<file path="config.mk">
export PLATFORM = sky130hd
export DESIGN_NAME = udp_frame_tx
export DESIGN_NICKNAME = d
export VERILOG_FILES = /design/src/logic/udp_link_pkg.sv /design/src/logic/udp_frame_tx.sv
export SDC_FILE = /design/constraint.sdc
export NUM_CORES = 1
export LEC_CHECK = 0
export CAP_MARGIN = 25
export CELL_PAD_IN_SITES_DETAIL_PLACEMENT = 1
export CELL_PAD_IN_SITES_GLOBAL_PLACEMENT = 2
export CORE_AREA = 2 2 167 169
export CTS_CLUSTER_SIZE = 24
export DETAILED_ROUTE_END_ITERATION = 6
export DIE_AREA = 0 0 169 171
export DONT_BUFFER_PORTS = 1
export PLACE_DENSITY_LB_ADDON = 0.2
export SLEW_MARGIN = 10
export SYNTH_ARGS = -nofsm -noshare
export SYNTH_HDL_FRONTEND = slang
export SYNTH_SLANG_ARGS = --single-unit
</file>
<file path="constraint.sdc">
create_clock -name clk_i -period 13.9 [get_ports clk_i]
set_input_delay 1.39 -clock clk_i [delete_from_list [all_inputs] [get_ports clk_i]]
set_output_delay 1.39 -clock clk_i [all_outputs]
set_load 0.01 [all_outputs]
</file>
<file path="src/logic/udp_link_pkg.sv">
`default_nettype none

package udp_link_pkg;

    localparam int AXIS_DATA_WIDTH = 8;
    localparam int AXIS_USER_WIDTH = 11;

    localparam logic [7:0] PREAMBLE_BYTE = 8'h55;
    localparam logic [7:0] SFD_BYTE      = 8'hD5;
    localparam int         PREAMBLE_LEN  = 8;

    localparam int ETH_HDR_BYTES  = 14;
    localparam int IPV4_HDR_BYTES = 20;
    localparam int UDP_HDR_BYTES  = 8;
    localparam int HEADER_BYTES   = ETH_HDR_BYTES + IPV4_HDR_BYTES + UDP_HDR_BYTES;

    localparam logic [15:0] ETHERTYPE_IPV4 = 16'h0800;
    localparam logic [7:0]  IPV4_VER_IHL   = 8'h45;
    localparam logic [7:0]  IPV4_TOS       = 8'h00;
    localparam logic [15:0] IPV4_ID        = 16'h0000;
    localparam logic [15:0] IPV4_FLAGS     = 16'h4000;
    localparam logic [7:0]  IPV4_TTL       = 8'd64;
    localparam logic [7:0]  IP_PROTO_UDP   = 8'd17;

    // Header fields in the order they appear on the wire.
    typedef struct packed {
        logic [47:0] dst_mac;
        logic [47:0] src_mac;
        logic [15:0] ethertype;
        logic [7:0]  ip_ver_ihl;
        logic [7:0]  ip_tos;
        logic [15:0] ip_total_len;
        logic [15:0] ip_id;
        logic [15:0] ip_flags_frag;
        logic [7:0]  ip_ttl;
        logic [7:0]  ip_protocol;
        logic [15:0] ip_checksum;
        logic [31:0] src_ip;
        logic [31:0] dst_ip;
        logic [15:0] src_port;
        logic [15:0] dst_port;
        logic [15:0] udp_len;
        logic [15:0] udp_checksum;
    } frame_header_t;

    // Byte HEADER_BYTES-1 of the byte view is the first byte on the wire.
    typedef union packed {
        frame_header_t                    fields;
        logic [HEADER_BYTES-1:0][7:0]     bytes;
    } frame_header_u;

    typedef struct packed {
        logic [AXIS_DATA_WIDTH-1:0] data;
        logic                       last;
        logic [AXIS_USER_WIDTH-1:0] user;
    } stream_beat_t;

endpackage

`default_nettype wire

</file>
<file path="src/logic/udp_frame_tx.sv">
`timescale 1ns/1ps
`default_nettype none

module udp_frame_tx #(
    parameter logic [15:0] HEADER_CHECKSUM = 16'h65b3
) (
    input  logic                       clk_i,
    input  logic                       reset_i,

    input  logic                       s_valid_i,
    input  udp_link_pkg::stream_beat_t s_beat_i,
    output logic                       s_ready_o,

    input  logic [47:0]                fpga_mac_i,
    input  logic [31:0]                fpga_ip_i,
    input  logic [15:0]                fpga_port_i,
    input  logic [47:0]                host_mac_i,
    input  logic [31:0]                host_ip_i,
    input  logic [15:0]                host_port_i,

    output logic                       gmii_tx_en_o,
    output logic [7:0]                 gmii_txd_o
);

    import udp_link_pkg::*;

    localparam int IFG_CYCLES = 12;

    typedef logic [AXIS_USER_WIDTH-1:0] cnt_t;

    typedef enum logic [2:0] {
        ST_IDLE,
        ST_PREAMBLE,
        ST_HEADER,
        ST_PAYLOAD,
        ST_GAP
    } tx_state_e;

    tx_state_e     state_q;
    cnt_t          byte_cnt_q;
    cnt_t          len_q;
    frame_header_u hdr_q;
    frame_header_u hdr_d;

    // ~~~~~~~~~~~~~~~~~~~~
    // Header assembly from the address inputs and the offered length.
    always_comb begin
        hdr_d.fields.dst_mac       = host_mac_i;
        hdr_d.fields.src_mac       = fpga_mac_i;
        hdr_d.fields.ethertype     = ETHERTYPE_IPV4;
        hdr_d.fields.ip_ver_ihl    = IPV4_VER_IHL;
        hdr_d.fields.ip_tos        = IPV4_TOS;
        hdr_d.fields.ip_total_len  = 16'(IPV4_HDR_BYTES + UDP_HDR_BYTES) + 16'(s_beat_i.user);
        hdr_d.fields.ip_id         = IPV4_ID;
        hdr_d.fields.ip_flags_frag = IPV4_FLAGS;
        hdr_d.fields.ip_ttl        = IPV4_TTL;
        hdr_d.fields.ip_protocol   = IP_PROTO_UDP;
        hdr_d.fields.ip_checksum   = HEADER_CHECKSUM;
        hdr_d.fields.src_ip        = fpga_ip_i;
        hdr_d.fields.dst_ip        = host_ip_i;
        hdr_d.fields.src_port      = fpga_port_i;
        hdr_d.fields.dst_port      = host_port_i;
        hdr_d.fields.udp_len       = 16'(UDP_HDR_BYTES) + 16'(s_beat_i.user);
        hdr_d.fields.udp_checksum  = 16'h0000;
    end

    assign s_ready_o = (state_q == ST_PAYLOAD);

    // ~~~~~~~~~~~~~~~~~~~~
    // Frame sequencing.
    always_ff @(posedge clk_i) begin
        if (reset_i) begin
            state_q      <= ST_IDLE;
            byte_cnt_q   <= '0;
            gmii_tx_en_o <= 1'b0;
        end else begin
            case (state_q)
                ST_IDLE: begin
                    if (s_valid_i) begin
                        state_q      <= ST_PREAMBLE;
                        byte_cnt_q   <= cnt_t'(1);
                        gmii_tx_en_o <= 1'b1;
                    end
                end
                ST_PREAMBLE: begin
                    if (byte_cnt_q == cnt_t'(PREAMBLE_LEN - 1)) begin
                        state_q    <= ST_HEADER;
                        byte_cnt_q <= '0;
                    end else begin
                        byte_cnt_q <= byte_cnt_q + cnt_t'(1);
                    end
                end
                ST_HEADER: begin
                    if (byte_cnt_q == cnt_t'(HEADER_BYTES - 1)) begin
                        state_q    <= ST_PAYLOAD;
                        byte_cnt_q <= '0;
                    end else begin
                        byte_cnt_q <= byte_cnt_q + cnt_t'(1);
                    end
                end
                ST_PAYLOAD: begin
                    if (s_valid_i) begin
                        if (byte_cnt_q == len_q - cnt_t'(1)) begin
                            state_q    <= ST_GAP;
                            byte_cnt_q <= '0;
                        end else begin
                            byte_cnt_q <= byte_cnt_q + cnt_t'(1);
                        end
                    end
                end
                default: begin
                    // The first gap cycle still carries the last payload byte.
                    gmii_tx_en_o <= 1'b0;
                    if (byte_cnt_q == cnt_t'(IFG_CYCLES - 1)) begin
                        state_q    <= ST_IDLE;
                        byte_cnt_q <= '0;
                    end else begin
                        byte_cnt_q <= byte_cnt_q + cnt_t'(1);
                    end
                end
            endcase
        end
    end

    // Byte path onto GMII.
    always_ff @(posedge clk_i) begin
        case (state_q)
            ST_IDLE: begin
                gmii_txd_o <= s_valid_i ? PREAMBLE_BYTE : 8'h00;
                if (s_valid_i) begin
                    hdr_q <= hdr_d;
                    len_q <= s_beat_i.user;
                end
            end
            ST_PREAMBLE: begin
                gmii_txd_o <= (byte_cnt_q == cnt_t'(PREAMBLE_LEN - 1)) ? SFD_BYTE : PREAMBLE_BYTE;
            end
            ST_HEADER: begin
                gmii_txd_o <= hdr_q.bytes[6'(HEADER_BYTES - 1) - byte_cnt_q[5:0]];
            end
            ST_PAYLOAD: begin
                gmii_txd_o <= s_valid_i ? s_beat_i.data : 8'h00;
            end
            default: begin
                gmii_txd_o <= 8'h00;
            end
        endcase
    end

    // The source must flag last exactly on the byte that completes the latched length.
    a_last_at_length: assert property (@(posedge clk_i) disable iff (reset_i)
        (gmii_tx_en_o && s_valid_i && s_ready_o)
            |-> (s_beat_i.last == (byte_cnt_q == len_q - cnt_t'(1))));

endmodule

`default_nettype wire

</file>
==> flow_metrics.env <==
export IMPL_r2r_end="state_q[1]"
export IMPL_postCtsSetupBuffers=0
export IMPL_drive_gt1_share_pct=17.3
export IMPL_synth_area_leader_cell="edfxtp_1"
export IMPL_drtPass1Iterations=4
export IMPL_nets=896
export IMPL_hp_start="gmii_tx_en_o"
export IMPL_regToRegStartpoint="byte_cnt_q[0]"
export IMPL_antenna_found_initial=2
export IMPL_synth_top_area_share_pct=62.4
export IMPL_syn_inst=675
export IMPL_timing_final_crit_share_pct=26.8
export IMPL_whs_path_depth=2
export IMPL_synth_area_leaders="edfxtp_1, mux4_2, dfxtp_1"
export IMPL_power_density_mw_per_mm2=194
export IMPL_yosys_most_used_dff="edfxtp_1"
export IMPL_tightest_slew_ps=1140
export IMPL_die_w_um=169
export IMPL_outcome="finished clean"
export IMPL_crit_fanout=52
export IMPL_syn_area_per_cell_um2=15.8
export IMPL_power_leakage_nw=3.85
export IMPL_finalSetupViolCount=0
export IMPL_hold_violations=0
export IMPL_worstSetupPathType="register to register"
export IMPL_whs_endpoint="gmii_tx_en_o"
export IMPL_rrSetupSlack_ps=10180
export IMPL_reg2regPathDepth=8
export IMPL_p_sw_uw=680
export IMPL_sequentialPowerShare_pct=46.8
export IMPL_swShare_pct=29.6
export IMPL_io_pins=225
export IMPL_cts_hold_fix_buffers=0
export IMPL_whs_ps=570
export IMPL_cts_path_max_buffers=3
export IMPL_pre_cts_ws_ps=10140
export IMPL_num_rows=61
export IMPL_slew_limit_headroom_pct=24.0
export IMPL_hold_path_class="register to register"
export IMPL_synth_cell_type_count=70
export IMPL_cts_tree="done"
export IMPL_cts_sinks=245
export IMPL_grt_pass1_wl_mm=37.7
export IMPL_die_h_um=171
export IMPL_ctsResizeCount=0
export IMPL_root_buffer="clkbuf_16"
export IMPL_tns_ps=0
export IMPL_syn_num_nets=901
export IMPL_synth_area_mm2=0.0107
export IMPL_dp_hpwl_mm=17.7
export IMPL_clock_skew_final_ps=14.3
export IMPL_routabilityCongestion=0.775
export IMPL_design_area_mm2=0.0119
export IMPL_seq_area_frac_synth_pct=66.7
export IMPL_clk_pin_slew_ps=60
export IMPL_setup_ws_ps=10180
export IMPL_ir_drop_mv=0.127
export IMPL_placed_area_mm2=0.0110
export IMPL_wirelength_mm=25.2
export IMPL_vias_per_cell=5.69
export IMPL_area_delta_synth_final_pct=10.9
export IMPL_cts_buffers=27
export IMPL_startpoint_type="register"
export IMPL_grtUsageTotal_pct=17.3
export IMPL_core_area_mm2=0.0273
export IMPL_required_ps=14370
export IMPL_dieArea_mm2=0.0289
export IMPL_port_buffers=0
export IMPL_grt_max_degree=195
export IMPL_wire_per_inst_um=24.3
export IMPL_clockPowerShare_pct=30.4
export IMPL_rsz0062_at_grt="false"
export IMPL_htree_levels=1
export IMPL_drcViolationCount=0
export IMPL_drv_cap=0
export IMPL_finalPower_mw=2.30
export IMPL_async_reset_ff_share_pct=0
export IMPL_drtIter0Drc=377
export IMPL_antenna_left=0
export IMPL_combinationalPowerShare_pct=22.8
export IMPL_grt_pass1_vias=6199
export IMPL_p_int_mw=1.62
export IMPL_yosysWarnings=0
export IMPL_ys_seq_elements=245
export IMPL_max_freq_mhz=269
export IMPL_globalRouteOverflowTotal=0
export IMPL_initial_core_util_pct=39.1
export IMPL_vias=5892
export IMPL_worst_ep_arrival_time_ps=4190
export IMPL_cp_end_kind="register"
export IMPL_period_minus_slack_ps=3720
export IMPL_synth_edf_count=222
export IMPL_slew_viol_final=0
export IMPL_n_fill_cell=2639
export IMPL_clk_latency_ps=550
[layout make-up]
| class | count | area, um^2 | area share, % |
|---|---|---|---|
| Multi-Input combinational cell | 373 | 3290 | 27.8 |
| Antenna cell | 2 | 5.00 | 0.0422 |
| Timing Repair Buffer | 7 | 62.6 | 0.528 |
| Tap cell | 346 | 433 | 3.65 |
| Clock inverter | 17 | 178 | 1.50 |
| Sequential cell | 245 | 7130 | 60.2 |
| Clock buffer | 30 | 687 | 5.80 |
| Inverter | 16 | 60.1 | 0.507 |
[worst max path at each step]
stage	to	slack, ps	start
after global routing	state_q[1]	9790	byte_cnt_q[0]
after CTS	state_q[1]	10120	byte_cnt_q[0]
after detailed placement	state_q[1]	10140	byte_cnt_q[0]
after floorplan	hdr_q[100]	2430	s_valid_i
after global placement	gmii_txd_o[7]	10120	byte_cnt_q[1]
final	state_q[1]	10180	byte_cnt_q[0]
[metrics by stage]
step	util (%)	instances
3_3_place_gp	40.2	986
4_1_cts	43.3	1033
3_5_place_dp	40.2	986
6_report	43.4	1036
2_1_floorplan	-	675
5_1_grt	43.4	1036
[synth_stat cells (15+ instances only)]
master,instances
a21oi_1,20
clkbuf_1,23
dfxtp_1,23
edfxtp_1,222
inv_1,15
mux2i_1,18
mux4_2,43
nand2_1,29
nand3_1,20
nor2_1,30
nor3_1,24
o21ai_0,22
xnor2_1,18
xor2_1,18
[power by group through the flow]
stage / Combinational, mW / Sequential, mW / Clock [mW]
after floorplan: 0.426 / 1.09 / 0
after global placement: 0.522 / 1.08 / 0
after detailed placement: 0.531 / 1.09 / 0
after CTS: 0.534 / 1.08 / 0.718
after global routing: 0.575 / 1.09 / 0.741
final: 0.524 / 1.08 / 0.700
[sequential cells by signal, summed over array words and instances (netlist names)]
| register | flops |
|---|---|
| byte_cnt_q | 11 |
| gmii_tx_en_o | 1 |
| gmii_txd_o | 8 |
| hdr_q | 211 |
| len_q | 11 |
| state_q | 3 |
[metal layers]
layer	track usage (%)	routed length [um]
met1	21.9	10400
met2	28.8	12300
met3	4.51	1580
met4	6.50	963
met5	0	0
[cells in the final DEF (no fill, tap or decap), types with 4 or more instances in the layout]
cell       count
xor2_1        18
and3_1         4
nor3_1        24
nand2_1       29
nor2_1        29
xnor2_1       17
nor2b_1        4
a31oi_1       10
buf_4          5
a22oi_1        6
dfxtp_1       21
clkinv_1       5
o21ai_0       22
edfxtp_1     222
nand3_1       20
clkinv_2       7
a211oi_1      13
mux4_2        43
inv_1         15
o211ai_1       5
a21oi_1       20
o31ai_1        5
mux2i_1       18
a221oi_1       5
clkbuf_16     27
nand4_1        6
ha_1          10
[worst max-delay path, stage by stage (launching register included)]
cell,delay [ps]
dfxtp_4,660
buf_4,760
ha_1,340
or2b_2,340
o41ai_4,330
o21ai_2,150
nor3b_4,610
a21oi_2,130
a211oi_2,190
[kinds of logic after synthesis]
kind of cell | share of synthesized area, %
xor gates and xnor gates | 2.95
buffers and inverters | 2.66
and+or+nand+nor | 7.32
AOI/OAI and AO/OA | 8.12
DFF | 66.7
adders and majority gates | 1.29
muxes | 11.0
Note: power is estimated with default switching activity, not from simulation.
