$ cat src/logic/udp_link_pkg.sv
`default_nettype none

package udp_link_pkg;

    localparam int AXIS_DATA_WIDTH = 8;
    localparam int AXIS_USER_WIDTH = 11;

    localparam logic [7:0] PREAMBLE_BYTE = 8'h55;
    localparam logic [7:0] SFD_BYTE      = 8'hD5;
    localparam int         PREAMBLE_LEN  = 8;

    localparam int ETH_HDR_BYTES  = 14;
    localparam int IPV4_HDR_BYTES = 20;
    localparam int UDP_HDR_BYTES  = 8;
    localparam int HEADER_BYTES   = ETH_HDR_BYTES + IPV4_HDR_BYTES + UDP_HDR_BYTES;

    localparam logic [15:0] ETHERTYPE_IPV4 = 16'h0800;
    localparam logic [7:0]  IPV4_VER_IHL   = 8'h45;
    localparam logic [7:0]  IPV4_TOS       = 8'h00;
    localparam logic [15:0] IPV4_ID        = 16'h0000;
    localparam logic [15:0] IPV4_FLAGS     = 16'h4000;
    localparam logic [7:0]  IPV4_TTL       = 8'd64;
    localparam logic [7:0]  IP_PROTO_UDP   = 8'd17;

    // Header fields in the order they appear on the wire.
    typedef struct packed {
        logic [47:0] dst_mac;
        logic [47:0] src_mac;
        logic [15:0] ethertype;
        logic [7:0]  ip_ver_ihl;
        logic [7:0]  ip_tos;
        logic [15:0] ip_total_len;
        logic [15:0] ip_id;
        logic [15:0] ip_flags_frag;
        logic [7:0]  ip_ttl;
        logic [7:0]  ip_protocol;
        logic [15:0] ip_checksum;
        logic [31:0] src_ip;
        logic [31:0] dst_ip;
        logic [15:0] src_port;
        logic [15:0] dst_port;
        logic [15:0] udp_len;
        logic [15:0] udp_checksum;
    } frame_header_t;

    // Byte HEADER_BYTES-1 of the byte view is the first byte on the wire.
    typedef union packed {
        frame_header_t                    fields;
        logic [HEADER_BYTES-1:0][7:0]     bytes;
    } frame_header_u;

    typedef struct packed {
        logic [AXIS_DATA_WIDTH-1:0] data;
        logic                       last;
        logic [AXIS_USER_WIDTH-1:0] user;
    } stream_beat_t;

endpackage

`default_nettype wire

$ cat src/logic/udp_frame_rx.sv
`timescale 1ns/1ps
`default_nettype none

module udp_frame_rx #(
    parameter logic CHECK_DESTINATION = 1'b1
) (
    input  logic                       clk_i,
    input  logic                       reset_i,

    input  logic                       gmii_rx_dv_i,
    input  logic [7:0]                 gmii_rxd_i,

    input  logic [47:0]                fpga_mac_i,
    input  logic [31:0]                fpga_ip_i,
    input  logic [15:0]                fpga_port_i,

    output logic                       rx_wr_o,
    output udp_link_pkg::stream_beat_t rx_beat_o
);

    import udp_link_pkg::*;

    typedef logic [AXIS_USER_WIDTH-1:0] cnt_t;

    typedef enum logic [1:0] {
        ST_IDLE,
        ST_HEADER,
        ST_PAYLOAD,
        ST_DROP
    } rx_state_e;

    rx_state_e     state_q;
    cnt_t          byte_cnt_q;
    cnt_t          pay_len_q;
    frame_header_u hdr_q;
    frame_header_u hdr_d;
    logic [15:0]   pay_len_w;
    logic          hdr_ok;
    logic          pay_last;

    // ~~~~~~~~~~~~~~~~~~~~
    // Header decode.
    // Bytes shift in at the bottom, so the first byte ends up at the top of the struct.
    always_comb begin
        hdr_d.bytes = {hdr_q.bytes[HEADER_BYTES-2:0], gmii_rxd_i};
        pay_len_w   = hdr_d.fields.udp_len - 16'(UDP_HDR_BYTES);

        hdr_ok = (hdr_d.fields.ethertype == ETHERTYPE_IPV4)
              && (hdr_d.fields.ip_protocol == IP_PROTO_UDP)
              && (hdr_d.fields.udp_len > 16'(UDP_HDR_BYTES))
              && (pay_len_w[15:AXIS_USER_WIDTH] == '0);

        if (CHECK_DESTINATION) begin
            hdr_ok = hdr_ok
                  && (hdr_d.fields.dst_mac == fpga_mac_i)
                  && (hdr_d.fields.dst_ip == fpga_ip_i)
                  && (hdr_d.fields.dst_port == fpga_port_i);
        end
    end

    assign pay_last = (byte_cnt_q == pay_len_q - cnt_t'(1));

    // ~~~~~~~~~~~~~~~~~~~~
    // Frame tracking.
    always_ff @(posedge clk_i) begin
        if (reset_i) begin
            state_q    <= ST_IDLE;
            byte_cnt_q <= '0;
            rx_wr_o    <= 1'b0;
        end else begin
            rx_wr_o <= 1'b0;
            case (state_q)
                ST_IDLE: begin
                    if (gmii_rx_dv_i && gmii_rxd_i == SFD_BYTE) begin
                        state_q    <= ST_HEADER;
                        byte_cnt_q <= '0;
                    end
                end
                ST_HEADER: begin
                    if (!gmii_rx_dv_i) begin
                        state_q <= ST_IDLE;
                    end else if (byte_cnt_q == cnt_t'(HEADER_BYTES - 1)) begin
                        state_q    <= hdr_ok ? ST_PAYLOAD : ST_DROP;
                        byte_cnt_q <= '0;
                    end else begin
                        byte_cnt_q <= byte_cnt_q + cnt_t'(1);
                    end
                end
                ST_PAYLOAD: begin
                    if (!gmii_rx_dv_i) begin
                        state_q <= ST_IDLE;
                    end else begin
                        rx_wr_o <= 1'b1;
                        if (pay_last) begin
                            state_q <= ST_DROP;
                        end else begin
                            byte_cnt_q <= byte_cnt_q + cnt_t'(1);
                        end
                    end
                end
                default: begin
                    // Wait for the end of the frame.
                    if (!gmii_rx_dv_i) begin
                        state_q <= ST_IDLE;
                    end
                end
            endcase
        end
    end

    always_ff @(posedge clk_i) begin
        if (state_q == ST_HEADER && gmii_rx_dv_i) begin
            hdr_q <= hdr_d;
            if (byte_cnt_q == cnt_t'(HEADER_BYTES - 1)) begin
                pay_len_q <= pay_len_w[AXIS_USER_WIDTH-1:0];
            end
        end
        if (state_q == ST_PAYLOAD && gmii_rx_dv_i) begin
            rx_beat_o.data <= gmii_rxd_i;
            rx_beat_o.last <= pay_last;
            rx_beat_o.user <= pay_len_q;
        end
    end

    // Every write comes from a byte seen with dv high, a whole header or more after the SFD.
    a_wr_inside_frame: assert property (@(posedge clk_i) disable iff (reset_i)
        rx_wr_o |-> $past(gmii_rx_dv_i) && $past(gmii_rx_dv_i, HEADER_BYTES + 2));

endmodule

`default_nettype wire

$ cat config.mk
export PLATFORM = sky130hd
export DESIGN_NAME = udp_frame_rx
export DESIGN_NICKNAME = d
export VERILOG_FILES = /design/src/logic/udp_link_pkg.sv /design/src/logic/udp_frame_rx.sv
export SDC_FILE = /design/constraint.sdc
export NUM_CORES = 1
export LEC_CHECK = 0
export ABC_AREA = 0
export BUFFER_PORTS_ARGS = -buffer_cell sky130_fd_sc_hd__buf_4
export CAP_MARGIN = 20
export CORE_MARGIN = 5
export CORE_UTILIZATION = 63
export CTS_CLUSTER_DIAMETER = 100
export DETAILED_ROUTE_END_ITERATION = 7
export HOLD_SLACK_MARGIN = 0.08
export PLACE_DENSITY = 0.81
export SYNTH_ARGS = -nofsm -noshare
export SYNTH_HDL_FRONTEND = slang
export SYNTH_SLANG_ARGS = --single-unit
$ cat constraint.sdc
create_clock -name clk_i -period 18.31 [get_ports clk_i]
set_clock_uncertainty 0.2 [all_clocks]
set_input_delay 3.662 -clock clk_i [delete_from_list [all_inputs] [get_ports clk_i]]
set_output_delay 3.662 -clock clk_i [all_outputs]
set_load 0.02 [all_outputs]
==> impl_metrics.ini, run 1 <==
[worst_setup_path]
path_max_fanout = 145
worst_ep_arrival_time_ps = 6750
r2r_slack_ps = 14020
end_kind = flop
worstPathRequired_ps = 18230
crit_type = in -> reg
cp-start-kind = input pin

[place]
place_hpwl_um = 18700
place_congestion = 0.923
port_buffers = 127
placed_cell_area_mm2 = 0.0149

[yosys]
synth_flop_cell = edfxtp_1
ys_seq_area_share_pct = 81.5
avgSynthCellArea_um2 = 18.4
synthCells = 739
synthArstFlopShare_pct = 0
synth_compound_area_share_pct = 3.80
synth_top_family_by_area = simple AND/OR/NAND/NOR gates
synth.ff_latch_count = 373
syn_nets = 854
synth_edf_count = 359
netlist_area_mm2 = 0.0136
synth_xor_area_share_pct = 6.38
ys_warn_count = 0
synthSimpleGateAreaFrac_pct = 6.45
synth_cell_type_count = 63
synthMuxAreaShare_pct = 0.0737
synthAdderAreaFrac_pct = 0.737

[sta]
setup_viol_count_final = 0
slew_viol_final = 0
hold_viol = 0
max_slew_margin_pct = 26.3
timing.fmax_mhz = 146
period_needed_ps = 6830
tightest_slew_ps = 1100
rsz0062_at_grt = no
tns_ps = 0
post-route-period-util_pct = 37.3
whs_ps = 216

[floorplanning]
die_width_um = 157
die_y_um = 157
placementRows = 53
fp.dieArea_mm2 = 0.0246
core_area_mm2 = 0.0211
io_pins = 128
start_util_pct = 64.4

[clocking]
cts.sinks = 373
clock_path_buffers = 3
h-tree-depth = 2
clkLatencyLatePin_ps = 500
clk_pin_slew_ps = 60
cts_tree = yes
cts_hold_buf = 0
cts-resized-gates = 0
cts_setup_buffers = 0
ctsRootBufferMaster = clkbuf_16
cts_buffers = 36

[pwr]
p_leak_nw = 5.38
pwr_density_cell_mw_per_mm2 = 122
irDropWorstVdd_v = 0.0000853

[worst_hold_path]
holdCritPathClass = reg -> reg

[detailed_routing]
post_drt_via_cell_ratio = 6.05
ant_nets = 0
routedWlPerCell_um = 23.5
firstDrtPassIters = 6
drt_iter0_markers = 1152
wirelength_um = 28200
vias = 7256
drc = 0

[finish]
seqCellArea_mm2 = 0.0111
final_cell_mix = 359 x edfxtp_1, 130 x buf_4, 50 x xnor2_1
syn_to_final_growth_pct = 17.9
n_fill_cell = 1143
layout-drive-gt1-share_pct = 21.3
final_nets = 1016
fin_area_mm2 = 0.0160
final_common_cell = edfxtp_1
multiInputGateArea_mm2 = 0.00237
fin_util_pct = 75.9
insertedDiodeCount = 0

[job]
maxCapViolCount = 0

[global_routing]
grt_max_degree = 146
track_usage_pct = 23.0
grt_remaining_overflow = 0
antenna_found_initial = 0
grt_pass1_wl_um = 42100
grt_pass1_vias = 7169

[outcome]
status = finished, final reports clean
==> state kept, by name (all words and copies together), names as in the netlist <==
register / count
hdr_q: 328
rx_beat_o: 20
byte_cnt_q: 11
pay_len_q: 11
state_q: 2
rx_wr_o: 1
==> cells by family after synthesis <==
group / after synthesis
mux: 1
simple gates: 151
fa+ha+maj: 8
xor+xnor: 98
compound gates: 71
flops: 373
buf+inv: 37
==> metal layers <==
| metal | vias up | wire length, µm | global-route usage (%) |
|---|---|---|---|
| li1 | 3201 | - | - |
| met1 | 3542 | 11300 | 33.8 |
| met2 | 439 | 13600 | 36.4 |
| met3 | 74 | 2720 | 4.51 |
| met4 | 0 | 659 | 5.99 |
| met5 | - | 0 | 0 |
==> Yosys cell counts (all sizes together) (3+ instances only) <==
| cell type | n | area [µm²] |
|---|---|---|
| xnor2 | 51 | 454 |
| edfxtp | 359 | 10800 |
| xor2 | 47 | 412 |
| nor2b | 4 | 25.0 |
| a221oi | 4 | 35.0 |
| nor4 | 20 | 125 |
| nand2 | 21 | 86.3 |
| inv | 30 | 113 |
| or4 | 4 | 37.5 |
| dfxtp | 14 | 280 |
| or3 | 6 | 38.8 |
| o41ai | 7 | 61.3 |
| o211ai | 5 | 37.5 |
| nor2 | 23 | 86.3 |
| a31oi | 5 | 31.3 |
| nand4b | 3 | 26.3 |
| clkbuf | 4 | 15.0 |
| ha | 8 | 100 |
| nand4 | 17 | 113 |
| a211oi | 3 | 22.5 |
| nor4b | 6 | 52.6 |
| and3 | 4 | 25.0 |
| o22ai | 6 | 37.5 |
| o21ai | 16 | 80.1 |
| a21oi | 4 | 20.0 |
| nor3 | 19 | 95.1 |
| nand2b | 6 | 37.5 |
| o2bb2ai | 4 | 35.0 |
| nand3 | 6 | 30.0 |
==> per-stage QoR <==
stage	setup slack (ps)	cells	total power [mW]
CTS	11580	1200	1.96
global placement	11130	1138	1.24
finish	11480	1200	1.95
global route	11340	1200	2.01
floorplan	7350	739	1.20
detailed placement	10990	1138	1.25
==> worst paths after layout <==
check,cells past startpoint,start,end
setup / recovery,5,gmii_rx_dv_i,hdr_q[270]
hold / removal,0,hdr_q[193],hdr_q[201]
hold reg to reg,0,hdr_q[193],hdr_q[201]
setup reg to reg,6,state_q[1],hdr_q[270]
==> power by group <==
| group | internal [mW] | switching (mW) |
|---|---|---|
| sequential | 1.06 | 0.0557 |
| clock | 0.411 | 0.297 |
| combinational | 0.0446 | 0.0728 |
| total | 1.52 | 0.426 |
==> layout make-up <==
| class | count | area share [%] |
|---|---|---|
| Sequential cell | 373 | 69.1 |
| Multi-Input combinational cell | 329 | 14.8 |
| Timing Repair Buffer | 130 | 6.10 |
| Clock buffer | 40 | 5.86 |
| Tap cell | 275 | 2.15 |
| Clock inverter | 22 | 1.19 |
| Inverter | 31 | 0.774 |
==> worst max-delay path: stages <==
cell	delay [ps]
buf_4	110
nand2_1	160
inv_8	620
buf_4	980
buf_4	950
Power figures use the tool's default switching activity.
==> inputs of run 2 (changes only) <==
--- a/config.mk
+++ b/config.mk
@@ -9,11 +9,11 @@
 export BUFFER_PORTS_ARGS = -buffer_cell sky130_fd_sc_hd__buf_4
 export CAP_MARGIN = 20
 export CORE_MARGIN = 5
-export CORE_UTILIZATION = 63
+export CORE_UTILIZATION = 53
 export CTS_CLUSTER_DIAMETER = 100
 export DETAILED_ROUTE_END_ITERATION = 7
 export HOLD_SLACK_MARGIN = 0.08
-export PLACE_DENSITY = 0.81
+export PLACE_DENSITY = 0.72
 export SYNTH_ARGS = -nofsm -noshare
 export SYNTH_HDL_FRONTEND = slang
 export SYNTH_SLANG_ARGS = --single-unit
==> constraint.sdc (replaced) <==
create_clock -name clk_i -period 6.05 [get_ports clk_i]
set_clock_uncertainty 0.2 [all_clocks]
set_input_delay 1.21 -clock clk_i [delete_from_list [all_inputs] [get_ports clk_i]]
set_output_delay 1.21 -clock clk_i [all_outputs]
set_load 0.02 [all_outputs]
==> run 2 against run 1 <==
Net effect: flip-flop and latch count stayed put; wire length is 4.7% lower; first-iteration DRC count is 28% lower; critical path depth is 4 higher; die area is 18% higher; cell area is 1.1% higher; clock power grew to 3.1 times the previous value; global-route usage is 4.5 points lower; critical path type is now reg -> reg; critical endpoint is now state_q[0]; largest power group unchanged.
==> impl_metrics.ini, run 2 (synthesized netlist as in run 1, its figures left out) <==
[global_routing]
grt_pass1_wl_um = 40100
track_usage_pct = 18.5
antenna_found_initial = 1
grt_pass1_vias = 6849
grt_remaining_overflow = 0
grt_max_degree = 150

[sta]
timing.fmax_mhz = 287
post-route-period-util_pct = 57.5
max_slew_margin_pct = 34.5
tns_ps = 0
slew_viol_final = 0
setup_viol_count_final = 0
tightest_slew_ps = 958
hold_viol = 0
rsz0062_at_grt = no
period_needed_ps = 3480

[finish]
layout.cells.non_filler = 1262
reg.largest.list = hdr_q x328, rx_beat_o x20
final_common_cell = edfxtp_1
fin_area_mm2 = 0.0162
layout-drive-gt1-share_pct = 21.6
insertedDiodeCount = 0
top_register = hdr_q
final_nets = 1021
syn_to_final_growth_pct = 19.1
final_cell_mix = 359 x edfxtp_1, 131 x buf_4, 50 x xnor2_1
largest_reg_flops = 328

[detailed_routing]
drc = 0
firstDrtPassIters = 5
routedWlPerCell_um = 21.3
vias = 6950
ant_nets = 0
post_drt_via_cell_ratio = 5.51
wirelength_um = 26900
drt_iter0_markers = 829

[floorplanning]
io_pins = 128
die_y_um = 170
placementRows = 58
fp.dieArea_mm2 = 0.0289
die_width_um = 170
core_area_mm2 = 0.0252
start_util_pct = 53.9

[outcome]
status = finished, final reports clean

[worst_setup_path]
cp-start-kind = flop
worst_ep_arrival_time_ps = 3730
crit_type = reg -> reg
worstPathRequired_ps = 6300
end_kind = flop
path_max_fanout = 10

[clocking]
clock_path_buffers = 3
clk_pin_slew_ps = 60
ctsRootBufferMaster = clkbuf_16
cts_buffers = 38
cts_tree = yes
cts-resized-gates = 0
cts_hold_buf = 0
cts.sinks = 373
h-tree-depth = 2
cts_setup_buffers = 0
clkLatencyLatePin_ps = 520

[place]
place_inst = 1196
port_buffers = 127
place_hpwl_um = 18700
place_congestion = 0.876
placed_cell_area_mm2 = 0.0150

[worst_hold_path]
holdCritPathClass = reg -> reg

[pwr]
irDropWorstVdd_v = 0.000238
pwr_density_cell_mw_per_mm2 = 366
p_leak_nw = 5.41

[job]
maxCapViolCount = 0
## run 2: cell types whose count changed in the layout (fill, tap and decap cells not counted), moves of 2 or more
cell        previous run  this run
clkinvlp_4             2         5
buf_12                 0         2
clkinv_4               2         0
clkbuf_1               3         7
clkinv_2               9         7
bufinv_16              3         1
clkbuf_16             37        41
## run 2: where the power goes
group	switching, mW	internal (mW)	leakage [nW]	total [mW]
combinational	0.224	0.141	1.47	0.365
sequential	0.158	3.22	3.37	3.38
clock	0.908	1.27	0.565	2.18
## run 2: stage by stage
stage	worst slack, ps	util, %	power, mW	hold WS (ps)
CTS	2540	64.2	5.98	213
global route	2350	64.2	6.15	216
floorplan	-722	-	3.60	200
finish	2570	64.2	5.92	213
global placement	2320	59.6	3.78	201
detailed placement	2280	59.6	3.79	205
## run 2: layer usage
metal | global-route usage [%] | part of all wire, % | vias to the layer above
met5 | 0 | 0 | -
met4 | 4.79 | 2.0 | 0
met3 | 3.48 | 8.1 | 47
met2 | 28.8 | 46 | 261
met1 | 27.6 | 44 | 3426
li1 | - | - | 3216
## run 2: critical path: stages, from the launching register on
cell and delay, ps:
edfxtp_1 500, inv_1 100, ha_1 350, or4b_4 540
a21boi_0 210, a221oi_1 100, nor3_1 580, o41ai_1 190
a31oi_1 400, mux2i_1 240
## run 2: final cells by class
class                           instances  area, µm²
Clock buffer                           48       1050
Clock inverter                         18        118
Fill cell                            1719       9010
Inverter                               31        120
Multi-Input combinational cell        329       2380
Sequential cell                       373      11100
Tap cell                              330        413
Timing Repair Buffer                  133       1020
## run 2: final timing paths
path                start          to  slack [ps]  cells after the start
max          pay_len_q[0]  state_q[0]        2570                      9
min reg2reg    hdr_q[205]  hdr_q[213]         210                      0
min            hdr_q[205]  hdr_q[213]         210                      0
max reg2reg  pay_len_q[0]  state_q[0]        2570                      9
==> inputs of run 3 (changes only) <==
--- a/config.mk
+++ b/config.mk
@@ -9,11 +9,11 @@
 export BUFFER_PORTS_ARGS = -buffer_cell sky130_fd_sc_hd__buf_4
 export CAP_MARGIN = 20
 export CORE_MARGIN = 5
-export CORE_UTILIZATION = 53
+export CORE_UTILIZATION = 58
 export CTS_CLUSTER_DIAMETER = 100
 export DETAILED_ROUTE_END_ITERATION = 7
 export HOLD_SLACK_MARGIN = 0.08
-export PLACE_DENSITY = 0.72
+export PLACE_DENSITY = 0.75
 export SYNTH_ARGS = -nofsm -noshare
 export SYNTH_HDL_FRONTEND = slang
 export SYNTH_SLANG_ARGS = --single-unit
==> constraint.sdc (replaced) <==
create_clock -name clk_i -period 3.3 [get_ports clk_i]
set_clock_uncertainty 0.2 [all_clocks]
set_input_delay 0.66 -clock clk_i [delete_from_list [all_inputs] [get_ports clk_i]]
set_output_delay 0.66 -clock clk_i [all_outputs]
set_load 0.02 [all_outputs]
==> run 3 against run 2 <==
Net effect: clock power is 89% higher; critical path type unchanged; count of clock-buffer cells in the layout grew 1; worst setup slack worse by 2400 ps; largest cell class unchanged; cell area up 0.76%; die area decreased by 8.1%; total power rose by 86%; final cell count about the same; flip-flop and latch count is the same; register-to-register slack lost 2400 ps; critical path depth did not move; via count grew 1.4%; critical endpoint is now byte_cnt_q[8].
==> impl_metrics.ini, run 3 (synthesized netlist as in run 1, its figures left out) <==
[finish]
largest_reg_flops = 328
layout-drive-gt1-share_pct = 22.1
syn_to_final_growth_pct = 20.0
fin_area_mm2 = 0.0163
final_common_cell = edfxtp_1
reg.largest.list = hdr_q x328, rx_beat_o x20
final_nets = 1029
top_register = hdr_q
insertedDiodeCount = 0
final_cell_mix = 359 x edfxtp_1, 138 x buf_4, 50 x xnor2_1
layout.cells.non_filler = 1261

[pwr]
irDropWorstVdd_v = 0.000393
p_leak_nw = 5.48
pwr_density_cell_mw_per_mm2 = 676

[sta]
timing.fmax_mhz = 321
max_slew_margin_pct = 36.2
setup_viol_count_final = 0
post-route-period-util_pct = 94.5
period_needed_ps = 3120
slew_viol_final = 0
tightest_slew_ps = 954
hold_viol = 0
whs_ps = 132
rsz0062_at_grt = no

[detailed_routing]
vias = 7044
wirelength_um = 27400
drc = 0
post_drt_via_cell_ratio = 5.59
routedWlPerCell_um = 21.7
drt_iter0_markers = 765
ant_nets = 0
firstDrtPassIters = 7

[floorplanning]
io_pins = 128
die_y_um = 163
placementRows = 56
fp.dieArea_mm2 = 0.0266
die_width_um = 163
start_util_pct = 58.4
core_area_mm2 = 0.0233

[worst_setup_path]
crit_type = reg -> reg
path_max_fanout = 7
worst_ep_arrival_time_ps = 3310
cp-start-kind = flop
end_kind = flop
worstPathRequired_ps = 3490

[job]
maxCapViolCount = 0

[global_routing]
grt_pass1_vias = 7182
track_usage_pct = 20.9
grt_pass1_wl_um = 41300
grt_max_degree = 87
antenna_found_initial = 0
grt_remaining_overflow = 0

[place]
placed_cell_area_mm2 = 0.0151
place_hpwl_um = 19000
place_inst = 1194
port_buffers = 127
place_congestion = 0.911

[clocking]
cts_tree = yes
ctsRootBufferMaster = clkbuf_16
cts_setup_buffers = 0
cts_buffers = 37
clock_path_buffers = 3
clkLatencyLatePin_ps = 520
cts.sinks = 373
clk_pin_slew_ps = 60
h-tree-depth = 2

[outcome]
status = finished, final reports clean

[worst_hold_path]
holdCritPathClass = in -> reg
==> run 3: cell count changes in the layout (fill, tap and decap cells not counted), sizes merged <==
cell / change
inv: +2
clkinvlp: -3
clkbuf: +1
buf: +9
clkinv: -2
bufinv: +3
==> run 3: layer usage <==
metal  vias up  GRT usage, %  wire length (µm)
met5         -             0                 0
met2       255          34.6             13700
li1       3242             -                 -
met1      3519          29.0             11400
met4         0          5.11               443
met3        28          4.48              1910
==> run 3: repair_timing <==
item / in CTS / in global routing
endpoints found under the setup margin: 0 / 2
gates resized for setup: 0 / 1
hold buffers: 0 / 0
hold endpoints to repair: 0 / 0
==> run 3: through the flow <==
stage                     power [mW]  worst slack (ps)  utilization, %  TNS (ps)
after floorplan                 6.60             -2920               -   -957650
after global placement          6.94               166            64.8         0
after detailed placement        6.97               164            64.8         0
after CTS                       11.1               159            70.0         0
after global routing            11.4              27.4            70.0         0
final                           11.0               180            70.0         0
==> run 3: path summary, 6_finish.rpt <==
kind                                     from             to  slack, ps  depth (start not counted)
worst max-delay path             pay_len_q[1]  byte_cnt_q[8]        180                          9
worst min-delay path            gmii_rxd_i[1]       hdr_q[1]        130                          1
worst max register to register   pay_len_q[1]  byte_cnt_q[8]        180                          9
worst min register to register     hdr_q[169]     hdr_q[177]        210                          0
==> run 3: layout make-up <==
class / count / area (µm²)
timing repair buffer: 142 / 1120
tap: 319 / 399
multi-input combinational: 329 / 2390
fill: 1523 / 6970
clock inverter: 18 / 214
inverter: 31 / 120
clock buffer: 49 / 992
sequential: 373 / 11100
==> run 3: worst max-delay path, stage by stage (launching register included) <==
cell and delay, ps:
edfxtp_1 440, inv_1 80, ha_1 240, or4b_4 530, or4_4 510, xnor2_2 140
nand4_2 150, or4_4 500, nand2_4 130, o41ai_1 80
==> run 3: report_power, final <==
group	switching, mW	internal, mW	leakage [nW]	total [mW]
clock	1.67	2.45	0.582	4.13
sequential	0.289	5.90	3.37	6.19
combinational	0.419	0.278	1.53	0.697
